File: config.mk
export PLATFORM = sky130hd
export DESIGN_NAME = store_queue_match
export DESIGN_NICKNAME = d
export VERILOG_FILES = /design/src/hw/stq_pkg.sv /design/src/hw/stq_alloc.sv /design/src/hw/stq_entry.sv /design/src/hw/stq_entry_array.sv /design/src/hw/stq_fwd_select.sv /design/src/hw/store_queue_match.sv
export SDC_FILE = /design/constraint.sdc
export NUM_CORES = 2
export LEC_CHECK = 0
export ABC_AREA = 1
export BUFFER_PORTS_ARGS = -buffer_cell sky130_fd_sc_hd__buf_4
export CAP_MARGIN = 10
export CORE_ASPECT_RATIO = 1.75
export CORE_MARGIN = 2
export CORE_UTILIZATION = 50
export DETAILED_ROUTE_END_ITERATION = 7
export PLACE_DENSITY = 0.69
export SLEW_MARGIN = 10
export SYNTH_ARGS = -nofsm -noshare
export SYNTH_HDL_FRONTEND = slang
export SYNTH_SLANG_ARGS = --single-unit
File: constraint.sdc
create_clock -name clk -period 4.15 [get_ports clk]
set_input_delay 0.415 -clock clk [delete_from_list [all_inputs] [get_ports clk]]
set_output_delay 0.415 -clock clk [all_outputs]
set_load 0.005 [all_outputs]
File: src/hw/stq_pkg.sv
// Shared entry state and fixed field widths of the store queue.
// The word, bank and byte fields are fixed. The tag width and the entry
// count are module parameters.
`default_nettype none

package stq_pkg;

  // entry lifecycle
  typedef enum logic [1:0] {
    st_free      = 2'd0,
    st_wait_data = 2'd1,
    st_valid     = 2'd2,
    st_retired   = 2'd3
  } entry_state_e;

  // word offset, must be equal for a match
  localparam int WORD_W = 4;

  // bank mask, must share a bit for a match
  localparam int BANK_W = 2;

  // one bit per byte of the word
  localparam int BYTE_W = 4;

endpackage

`default_nettype wire

File: src/hw/stq_alloc.sv
// Picks the lowest free entry for a new store. This block is purely combinational.
// A write strobe with no free entry yields an all-zero select and is dropped.
`timescale 1ns/1ps
`default_nettype none

module stq_alloc #(
  parameter int ENTRIES = 32
) (
  input  wire [ENTRIES-1:0]                        free_mask,
  input  wire                                      alloc_en,
  output logic                                     alloc_ready,
  output logic [((ENTRIES > 1) ? $clog2(ENTRIES) : 1)-1:0] alloc_idx,
  output logic [ENTRIES-1:0]                       alloc_onehot
);

  localparam int IDX_W = (ENTRIES > 1) ? $clog2(ENTRIES) : 1;

  logic found;

  // priority encoder, lowest index wins
  always_comb begin
    found        = 1'b0;
    alloc_idx    = '0;
    alloc_onehot = '0;
    for (int e = 0; e < ENTRIES; e++) begin
      if (free_mask[e] && !found) begin
        found           = 1'b1;
        alloc_idx       = IDX_W'(e);
        alloc_onehot[e] = alloc_en;
      end
    end
  end

  assign alloc_ready = found;

endmodule

`default_nettype wire

File: src/hw/stq_entry.sv
// One store entry. It holds the lifecycle state, the stored fields, and the compare
// against every check port. The compare reads the state before the current edge.
// Strobe priority is free, then retire, then data, then write.
`timescale 1ns/1ps
`default_nettype none

module stq_entry #(
  parameter int ADDR_W    = 12,
  parameter int CHK_PORTS = 2
) (
  input  wire                                          clk,
  input  wire                                          rst,
  input  wire                                          wr_en,
  input  wire [ADDR_W-1:0]                             wr_tag,
  input  wire [stq_pkg::WORD_W-1:0]                    wr_word,
  input  wire [stq_pkg::BANK_W-1:0]                    wr_bank,
  input  wire [stq_pkg::BYTE_W-1:0]                    wr_bytes,
  input  wire                                          data_en,
  input  wire                                          retire_en,
  input  wire                                          free_en,
  input  wire [CHK_PORTS-1:0]                          chk_en,
  input  wire [CHK_PORTS-1:0][ADDR_W-1:0]              chk_tag,
  input  wire [CHK_PORTS-1:0][stq_pkg::WORD_W-1:0]     chk_word,
  input  wire [CHK_PORTS-1:0][stq_pkg::BANK_W-1:0]     chk_bank,
  input  wire [CHK_PORTS-1:0][stq_pkg::BYTE_W-1:0]     chk_bytes,
  output logic                                         is_free,
  output logic [CHK_PORTS-1:0]                         hit,
  output logic [CHK_PORTS-1:0]                         partial
);

  stq_pkg::entry_state_e state;

  logic [ADDR_W-1:0]          tag;
  logic [stq_pkg::WORD_W-1:0] word;
  logic [stq_pkg::BANK_W-1:0] bank;
  logic [stq_pkg::BYTE_W-1:0] bytes;

  logic                       live;
  logic [CHK_PORTS-1:0]       addr_hit;
  logic [CHK_PORTS-1:0]       covered;

  always_ff @(posedge clk) begin
    if (rst) begin
      state <= stq_pkg::st_free;
    end else if (free_en) begin
      state <= stq_pkg::st_free;
    end else if (retire_en && state != stq_pkg::st_free) begin
      state <= stq_pkg::st_retired;
    end else if (data_en && state == stq_pkg::st_wait_data) begin
      state <= stq_pkg::st_valid;
    end else if (wr_en) begin
      // a new store waits for its data again
      state <= stq_pkg::st_wait_data;
    end
  end

  always_ff @(posedge clk) begin
    if (wr_en) begin
      tag   <= wr_tag;
      word  <= wr_word;
      bank  <= wr_bank;
      bytes <= wr_bytes;
    end
  end

  // free and retired entries never match
  assign live    = (state == stq_pkg::st_wait_data) || (state == stq_pkg::st_valid);
  assign is_free = (state == stq_pkg::st_free);

  always_comb begin
    for (int p = 0; p < CHK_PORTS; p++) begin
      addr_hit[p] = chk_en[p] && live && (chk_tag[p] == tag) && (chk_word[p] == word) &&
                    ((chk_bank[p] & bank) != '0);
      covered[p]  = (chk_bytes[p] & ~bytes) == '0;
      hit[p]      = addr_hit[p] && (state == stq_pkg::st_valid) && covered[p];
      // overlap that cannot forward blocks the load
      partial[p]  = addr_hit[p] && !hit[p];
    end
  end

endmodule

`default_nettype wire

File: src/hw/stq_entry_array.sv
// Generates the entries, decodes indexed commands into per-entry strobes and
// transposes the compare results into per-port masks.
// Index values at or above ENTRIES select no entry.
`timescale 1ns/1ps
`default_nettype none

module stq_entry_array #(
  parameter int ENTRIES   = 32,
  parameter int ADDR_W    = 12,
  parameter int CHK_PORTS = 2
) (
  input  wire                                          clk,
  input  wire                                          rst,
  input  wire [ENTRIES-1:0]                            alloc_onehot,
  input  wire [ADDR_W-1:0]                             alloc_tag,
  input  wire [stq_pkg::WORD_W-1:0]                    alloc_word,
  input  wire [stq_pkg::BANK_W-1:0]                    alloc_bank,
  input  wire [stq_pkg::BYTE_W-1:0]                    alloc_bytes,
  input  wire                                          data_en,
  input  wire [((ENTRIES > 1) ? $clog2(ENTRIES) : 1)-1:0] data_idx,
  input  wire                                          retire_en,
  input  wire [((ENTRIES > 1) ? $clog2(ENTRIES) : 1)-1:0] retire_idx,
  input  wire                                          free_en,
  input  wire [((ENTRIES > 1) ? $clog2(ENTRIES) : 1)-1:0] free_idx,
  input  wire [CHK_PORTS-1:0]                          chk_en,
  input  wire [CHK_PORTS-1:0][ADDR_W-1:0]              chk_tag,
  input  wire [CHK_PORTS-1:0][stq_pkg::WORD_W-1:0]     chk_word,
  input  wire [CHK_PORTS-1:0][stq_pkg::BANK_W-1:0]     chk_bank,
  input  wire [CHK_PORTS-1:0][stq_pkg::BYTE_W-1:0]     chk_bytes,
  output wire [ENTRIES-1:0]                            free_mask,
  output wire [CHK_PORTS-1:0][ENTRIES-1:0]             hit_mask,
  output wire [CHK_PORTS-1:0][ENTRIES-1:0]             partial_mask
);

  localparam int IDX_W = (ENTRIES > 1) ? $clog2(ENTRIES) : 1;

  for (genvar e = 0; e < ENTRIES; e++) begin : g_entry
    wire                 data_sel;
    wire                 retire_sel;
    wire                 free_sel;
    wire [CHK_PORTS-1:0] e_hit;
    wire [CHK_PORTS-1:0] e_partial;

    // index decode
    assign data_sel   = data_en && (data_idx == IDX_W'(e));
    assign retire_sel = retire_en && (retire_idx == IDX_W'(e));
    assign free_sel   = free_en && (free_idx == IDX_W'(e));

    stq_entry #(
      .ADDR_W    (ADDR_W),
      .CHK_PORTS (CHK_PORTS)
    ) u_entry (
      .clk       (clk),
      .rst       (rst),
      .wr_en     (alloc_onehot[e]),
      .wr_tag    (alloc_tag),
      .wr_word   (alloc_word),
      .wr_bank   (alloc_bank),
      .wr_bytes  (alloc_bytes),
      .data_en   (data_sel),
      .retire_en (retire_sel),
      .free_en   (free_sel),
      .chk_en    (chk_en),
      .chk_tag   (chk_tag),
      .chk_word  (chk_word),
      .chk_bank  (chk_bank),
      .chk_bytes (chk_bytes),
      .is_free   (free_mask[e]),
      .hit       (e_hit),
      .partial   (e_partial)
    );

    // entry-major to port-major
    for (genvar p = 0; p < CHK_PORTS; p++) begin : g_port
      assign hit_mask[p][e]     = e_hit[p];
      assign partial_mask[p][e] = e_partial[p];
    end
  end

endmodule

`default_nettype wire

File: src/hw/stq_fwd_select.sv
// Reduces the per-entry compare results of each check port to registered
// results. The latency is one cycle and a new check is accepted every cycle.
// chk_hit is held low while any entry on that port is partial.
`timescale 1ns/1ps
`default_nettype none

module stq_fwd_select #(
  parameter int ENTRIES   = 32,
  parameter int CHK_PORTS = 2
) (
  input  wire                                          clk,
  input  wire                                          rst,
  input  wire [CHK_PORTS-1:0]                          chk_en,
  input  wire [CHK_PORTS-1:0][ENTRIES-1:0]             hit_mask,
  input  wire [CHK_PORTS-1:0][ENTRIES-1:0]             partial_mask,
  output logic [CHK_PORTS-1:0]                         chk_valid,
  output logic [CHK_PORTS-1:0]                         chk_hit,
  output logic [CHK_PORTS-1:0]                         chk_partial,
  output logic [CHK_PORTS-1:0][((ENTRIES > 1) ? $clog2(ENTRIES) : 1)-1:0] chk_idx
);

  localparam int IDX_W = (ENTRIES > 1) ? $clog2(ENTRIES) : 1;

  logic [CHK_PORTS-1:0]            any_hit;
  logic [CHK_PORTS-1:0]            any_partial;
  logic [CHK_PORTS-1:0][IDX_W-1:0] low_idx;

  always_comb begin
    for (int p = 0; p < CHK_PORTS; p++) begin
      any_hit[p]     = |hit_mask[p];
      any_partial[p] = |partial_mask[p];
      low_idx[p]     = '0;
      // scan downward so the lowest hit is the last one kept
      for (int e = ENTRIES - 1; e >= 0; e--) begin
        if (hit_mask[p][e]) begin
          low_idx[p] = IDX_W'(e);
        end
      end
    end
  end

  always_ff @(posedge clk) begin
    if (rst) begin
      chk_valid   <= '0;
      chk_hit     <= '0;
      chk_partial <= '0;
      chk_idx     <= '0;
    end else begin
      for (int p = 0; p < CHK_PORTS; p++) begin
        chk_valid[p]   <= chk_en[p];
        chk_hit[p]     <= any_hit[p] && !any_partial[p];
        chk_partial[p] <= any_partial[p];
        chk_idx[p]     <= low_idx[p];
      end
    end
  end

endmodule

`default_nettype wire

File: src/hw/store_queue_match.sv
// Store queue address match. All commands are single-cycle strobes acting at the
// next edge. Check results follow chk_en by exactly one cycle.
// alloc_en without alloc_ready is dropped, so the source must hold the store.
`timescale 1ns/1ps
`default_nettype none

module store_queue_match #(
  parameter int ENTRIES   = 32,
  parameter int ADDR_W    = 12,
  parameter int CHK_PORTS = 2
) (
  input  wire                                          clk,
  input  wire                                          rst,

  // allocation
  output wire                                          alloc_ready,
  output wire [((ENTRIES > 1) ? $clog2(ENTRIES) : 1)-1:0] alloc_idx,
  input  wire                                          alloc_en,
  input  wire [ADDR_W-1:0]                             alloc_tag,
  input  wire [stq_pkg::WORD_W-1:0]                    alloc_word,
  input  wire [stq_pkg::BANK_W-1:0]                    alloc_bank,
  input  wire [stq_pkg::BYTE_W-1:0]                    alloc_bytes,

  // indexed commands
  input  wire                                          data_en,
  input  wire [((ENTRIES > 1) ? $clog2(ENTRIES) : 1)-1:0] data_idx,
  input  wire                                          retire_en,
  input  wire [((ENTRIES > 1) ? $clog2(ENTRIES) : 1)-1:0] retire_idx,
  input  wire                                          free_en,
  input  wire [((ENTRIES > 1) ? $clog2(ENTRIES) : 1)-1:0] free_idx,

  // load checks
  input  wire [CHK_PORTS-1:0]                          chk_en,
  input  wire [CHK_PORTS-1:0][ADDR_W-1:0]              chk_tag,
  input  wire [CHK_PORTS-1:0][stq_pkg::WORD_W-1:0]     chk_word,
  input  wire [CHK_PORTS-1:0][stq_pkg::BANK_W-1:0]     chk_bank,
  input  wire [CHK_PORTS-1:0][stq_pkg::BYTE_W-1:0]     chk_bytes,
  output wire [CHK_PORTS-1:0]                          chk_valid,
  output wire [CHK_PORTS-1:0]                          chk_hit,
  output wire [CHK_PORTS-1:0]                          chk_partial,
  output wire [CHK_PORTS-1:0][((ENTRIES > 1) ? $clog2(ENTRIES) : 1)-1:0] chk_idx
);

  wire [ENTRIES-1:0]                free_mask;
  wire [ENTRIES-1:0]                alloc_onehot;
  wire [CHK_PORTS-1:0][ENTRIES-1:0] hit_mask;
  wire [CHK_PORTS-1:0][ENTRIES-1:0] partial_mask;

  stq_alloc #(
    .ENTRIES (ENTRIES)
  ) u_alloc (
    .free_mask    (free_mask),
    .alloc_en     (alloc_en),
    .alloc_ready  (alloc_ready),
    .alloc_idx    (alloc_idx),
    .alloc_onehot (alloc_onehot)
  );

  stq_entry_array #(
    .ENTRIES   (ENTRIES),
    .ADDR_W    (ADDR_W),
    .CHK_PORTS (CHK_PORTS)
  ) u_array (
    .clk          (clk),
    .rst          (rst),
    .alloc_onehot (alloc_onehot),
    .alloc_tag    (alloc_tag),
    .alloc_word   (alloc_word),
    .alloc_bank   (alloc_bank),
    .alloc_bytes  (alloc_bytes),
    .data_en      (data_en),
    .data_idx     (data_idx),
    .retire_en    (retire_en),
    .retire_idx   (retire_idx),
    .free_en      (free_en),
    .free_idx     (free_idx),
    .chk_en       (chk_en),
    .chk_tag      (chk_tag),
    .chk_word     (chk_word),
    .chk_bank     (chk_bank),
    .chk_bytes    (chk_bytes),
    .free_mask    (free_mask),
    .hit_mask     (hit_mask),
    .partial_mask (partial_mask)
  );

  stq_fwd_select #(
    .ENTRIES   (ENTRIES),
    .CHK_PORTS (CHK_PORTS)
  ) u_select (
    .clk          (clk),
    .rst          (rst),
    .chk_en       (chk_en),
    .hit_mask     (hit_mask),
    .partial_mask (partial_mask),
    .chk_valid    (chk_valid),
    .chk_hit      (chk_hit),
    .chk_partial  (chk_partial),
    .chk_idx      (chk_idx)
  );

endmodule

`default_nettype wire

==> results.cfg <==
[final_layout]
num-nets-final = 5096
syn_to_final_growth_pct = 16.1
final_cells = 6145
drive_above_1_share_pct = 13.5

[clock_tree]
cts_buffers = 76
clk_pin_slew_ns = 0.07
cts_sinks = 784
htree_num_levels = 3
ctsHoldBuffers = 0
clk_latency_ns = 0.73
clockBufferDepth = 3
clockRootBuffer = clkbuf_16
cts_tree = built

[sta]
fmax_ghz = 0.223
finalWorstSetupSlack_ns = -0.344
rsz0062_at_grt = true
clock_skew_ns = 0.0348
max_slew_margin_pct = 15.1
setup_violations = 6
hold_ws_ns = 0.0179
tightestPinTransition_ns = 1.27
post-route-min-period_ns = 4.49
fin_crit_sh_pct = 108
tns_ns = -2.00
finalMaxSlewViolations = 0
final_hold_viol_count = 0

[floorplanning]
die-area_sq_um = 89100
die_w_um = 227
initial_core_util_pct = 50.5
rows = 142
io-pin-count = 111
die_h_um = 393
core_area_sq_um = 85800

[global_route]
antenna_found_initial = 28
overflow = 0
grt_max_degree = 44
grt.total_usage_pct = 52.3
grt_pass1_wl_um = 317000
first_global_vias = 40800

[synthesis]
syn_area_per_cell_sq_um = 9.36
yosys_warnings = 0
yosysTopAreaCellShare_pct = 48.8
yosys.area.top_type = edfxtp_1
ys_types = 56
ys_seq_area_share_pct = 52.5
synthFlopType = edfxtp_1
syn-cell-area_sq_um = 43300
postSynth.asyncResetShare_pct = 0
synth_area_leaders = edfxtp_1 49%, o22ai_1 7.6%, nand2_1 6.4%, inv_1 4.7%, dfxtp_1 3.7%
syn-num-nets = 4814
synthCells = 4629
synth_edf_count = 704
ys_ff_latch = 784

[min_path]
hold_class = in -> reg

[detailed_routing]
first_pass_iters = 8
drc = 1
antenna_left = 0
drt_wl_total_um = 235000
num_vias = 44300
via_per_inst = 7.21
dr.first_iter.drc_count = 9308
detail_route.wl_per_cell_um = 38.3

[placement]
dp.cells = 5946
gp_congestion = 1.11
hpwl_um = 152000
pre_cts_slack_ns = 0.0380
io_buffers = 110

[status]
outcome = finished with violations
failed_checks = DRC, setup timing

[critical_path]
path_max_fanout = 4
crit_buf_inv = 4
required_ns = 3.73
cp_data_arrival_time_ns = 4.08
slowest_stage = dfxtp_2
critical-path-max-stage-delay_ns = 0.34
startpoint_type = register
cp_common_cell = nor2_4
path_delay_family = simple AND/OR/NAND/NOR gates
critical_path_class = reg -> out
cp-end-kind = output port

[run]
maxCapViolCount = 0

[power_and_ir_drop]
total_leakage_power_uw = 0.0188
peakVddDrop_mv = 0.397
power_density_nw_per_um2 = 359
power_uw = 18100
worst register-to-register path: cells and delay by family, from the launching register on:
kind                     cells  cell delay [ns]
adder cells (fa/ha/maj)      1             0.66
AO/OA/AOI/OAI                3             0.51
buffers and inverters        1             0.07
flip-flops                   1             0.36
AND/OR/NAND/NOR             21             2.32
stage by stage:
step | util, % | instance area (sq um)
finish | 58.6 | 50300
global route | 58.5 | 50200
CTS | 58.4 | 50100
detailed placement | 55.1 | 47300
global placement | 55.1 | 47300
floorplan | - | 43300
cell usage after synthesis (4+ instances only):
master / n
a221o_1: 14
inv_1: 548
and2_1: 4
nor3b_1: 4
nand3_1: 143
nor4b_1: 9
a211oi_1: 53
o211ai_1: 17
nor2_1: 353
or2_2: 30
a221oi_1: 103
xnor2_1: 110
a31oi_1: 29
o41ai_1: 4
or4_1: 24
nor2_4: 13
o21ai_0: 251
xor2_1: 75
a22o_1: 14
a2111oi_0: 15
clkinv_1: 17
ha_1: 96
clkbuf_1: 163
o2111ai_1: 57
and3_1: 25
o221ai_1: 10
a21oi_1: 60
buf_1: 59
nand4_1: 78
buf_2: 12
nor4_1: 68
nand2_1: 741
nor3_1: 80
dfxtp_1: 80
o22ai_1: 524
edfxtp_1: 704
nand2_2: 9
o21ai_1: 4
routing by layer:
metal / GRT usage [%] / up-vias / share of wire, %
met5: 0.945 / - / 0.080
met4: 51.1 / 12 / 13
met3: 23.2 / 1569 / 16
met2: 72.7 / 4542 / 41
met1: 58.1 / 20700 / 30
li1: - / 17400 / -
path summary, 6_finish.rpt:
kind | startpoint | endpoint | slack (ns) | cells after the start
min reg2reg | u_array.g_entry[11].u_entry.state[1] | u_array.g_entry[11].u_entry.state[1] | 0.50 | 2
min | rst | u_select.chk_valid[0] | 0.02 | 2
max reg2reg | u_array.g_entry[20].u_entry.state[1] | u_select.chk_idx[0] | 0.14 | 26
max | u_array.g_entry[0].u_entry.state[1] | alloc_ready | -0.34 | 31
report_power, final:
part | switching, uW | leakage [uW] | internal [uW]
Sequential | 23.4 | 0.00699 | 8620
Combinational | 1550 | 0.0106 | 486
Clock | 3290 | 0.00121 | 4100
flip-flops by register name, indices dropped and copies added (netlist names):
register                       cells
u_select.chk_valid                 2
u_array.g_entry.u_entry.tag      384
u_select.chk_idx                  10
u_array.g_entry.u_entry.bank      64
u_select.chk_partial               2
u_array.g_entry.u_entry.state     64
u_array.g_entry.u_entry.bytes    128
u_array.g_entry.u_entry.word     128
u_select.chk_hit                   2
cell type report:
type / count / area, sq um
fillers: 7411 / 35500
flip-flops and latches: 784 / 22800
multi-input cells: 3044 / 17700
repair buffers: 438 / 3670
inverters: 567 / 2130
clock buffers: 99 / 2070
well taps: 1152 / 1440
clock inverters: 37 / 452
diodes: 24 / 60.1
timing repair:
item	4_1_cts	5_1_grt
setup endpoints to repair	6	10
pin swaps	6	4
resized for setup	28	9
hold endpoints to repair	0	0
setup buffers	25	14
layout by cell type (no fill, tap or decap), drive strengths merged, types with 14 or more instances in the layout:
master / instances
nor2: 369
a221o: 14
a21oi: 61
nor4: 68
clkinv: 39
a2111oi: 15
o211ai: 17
a22o: 14
nand2: 752
or2: 30
nor3: 80
a221oi: 103
ha: 96
xor2: 75
inv: 551
buf: 438
o21ai: 255
a31oi: 29
nand3: 143
dfxtp: 80
edfxtp: 704
o2111ai: 57
and3: 25
a211oi: 53
o22ai: 524
clkbuf: 99
or4: 24
xnor2: 110
diode: 24
nand4: 81
cell families (layout without fill, tap and decap cells):
kind of cell               count (synthesis)  count (layout)  share of synthesized area, %
and+or+nand+nor                         1595            1595                          16.5
buffers and inverters                    801            1141                          6.97
DFF                                      784             784                          52.5
AOI/OAI and AO/OA                       1168            1168                          17.5
xor gates and xnor gates                 185             185                          3.74
adders and majority gates                 96              96                          2.77
other                                      0              24                             0
No activity file was read; power rests on OpenSTA's default activity.
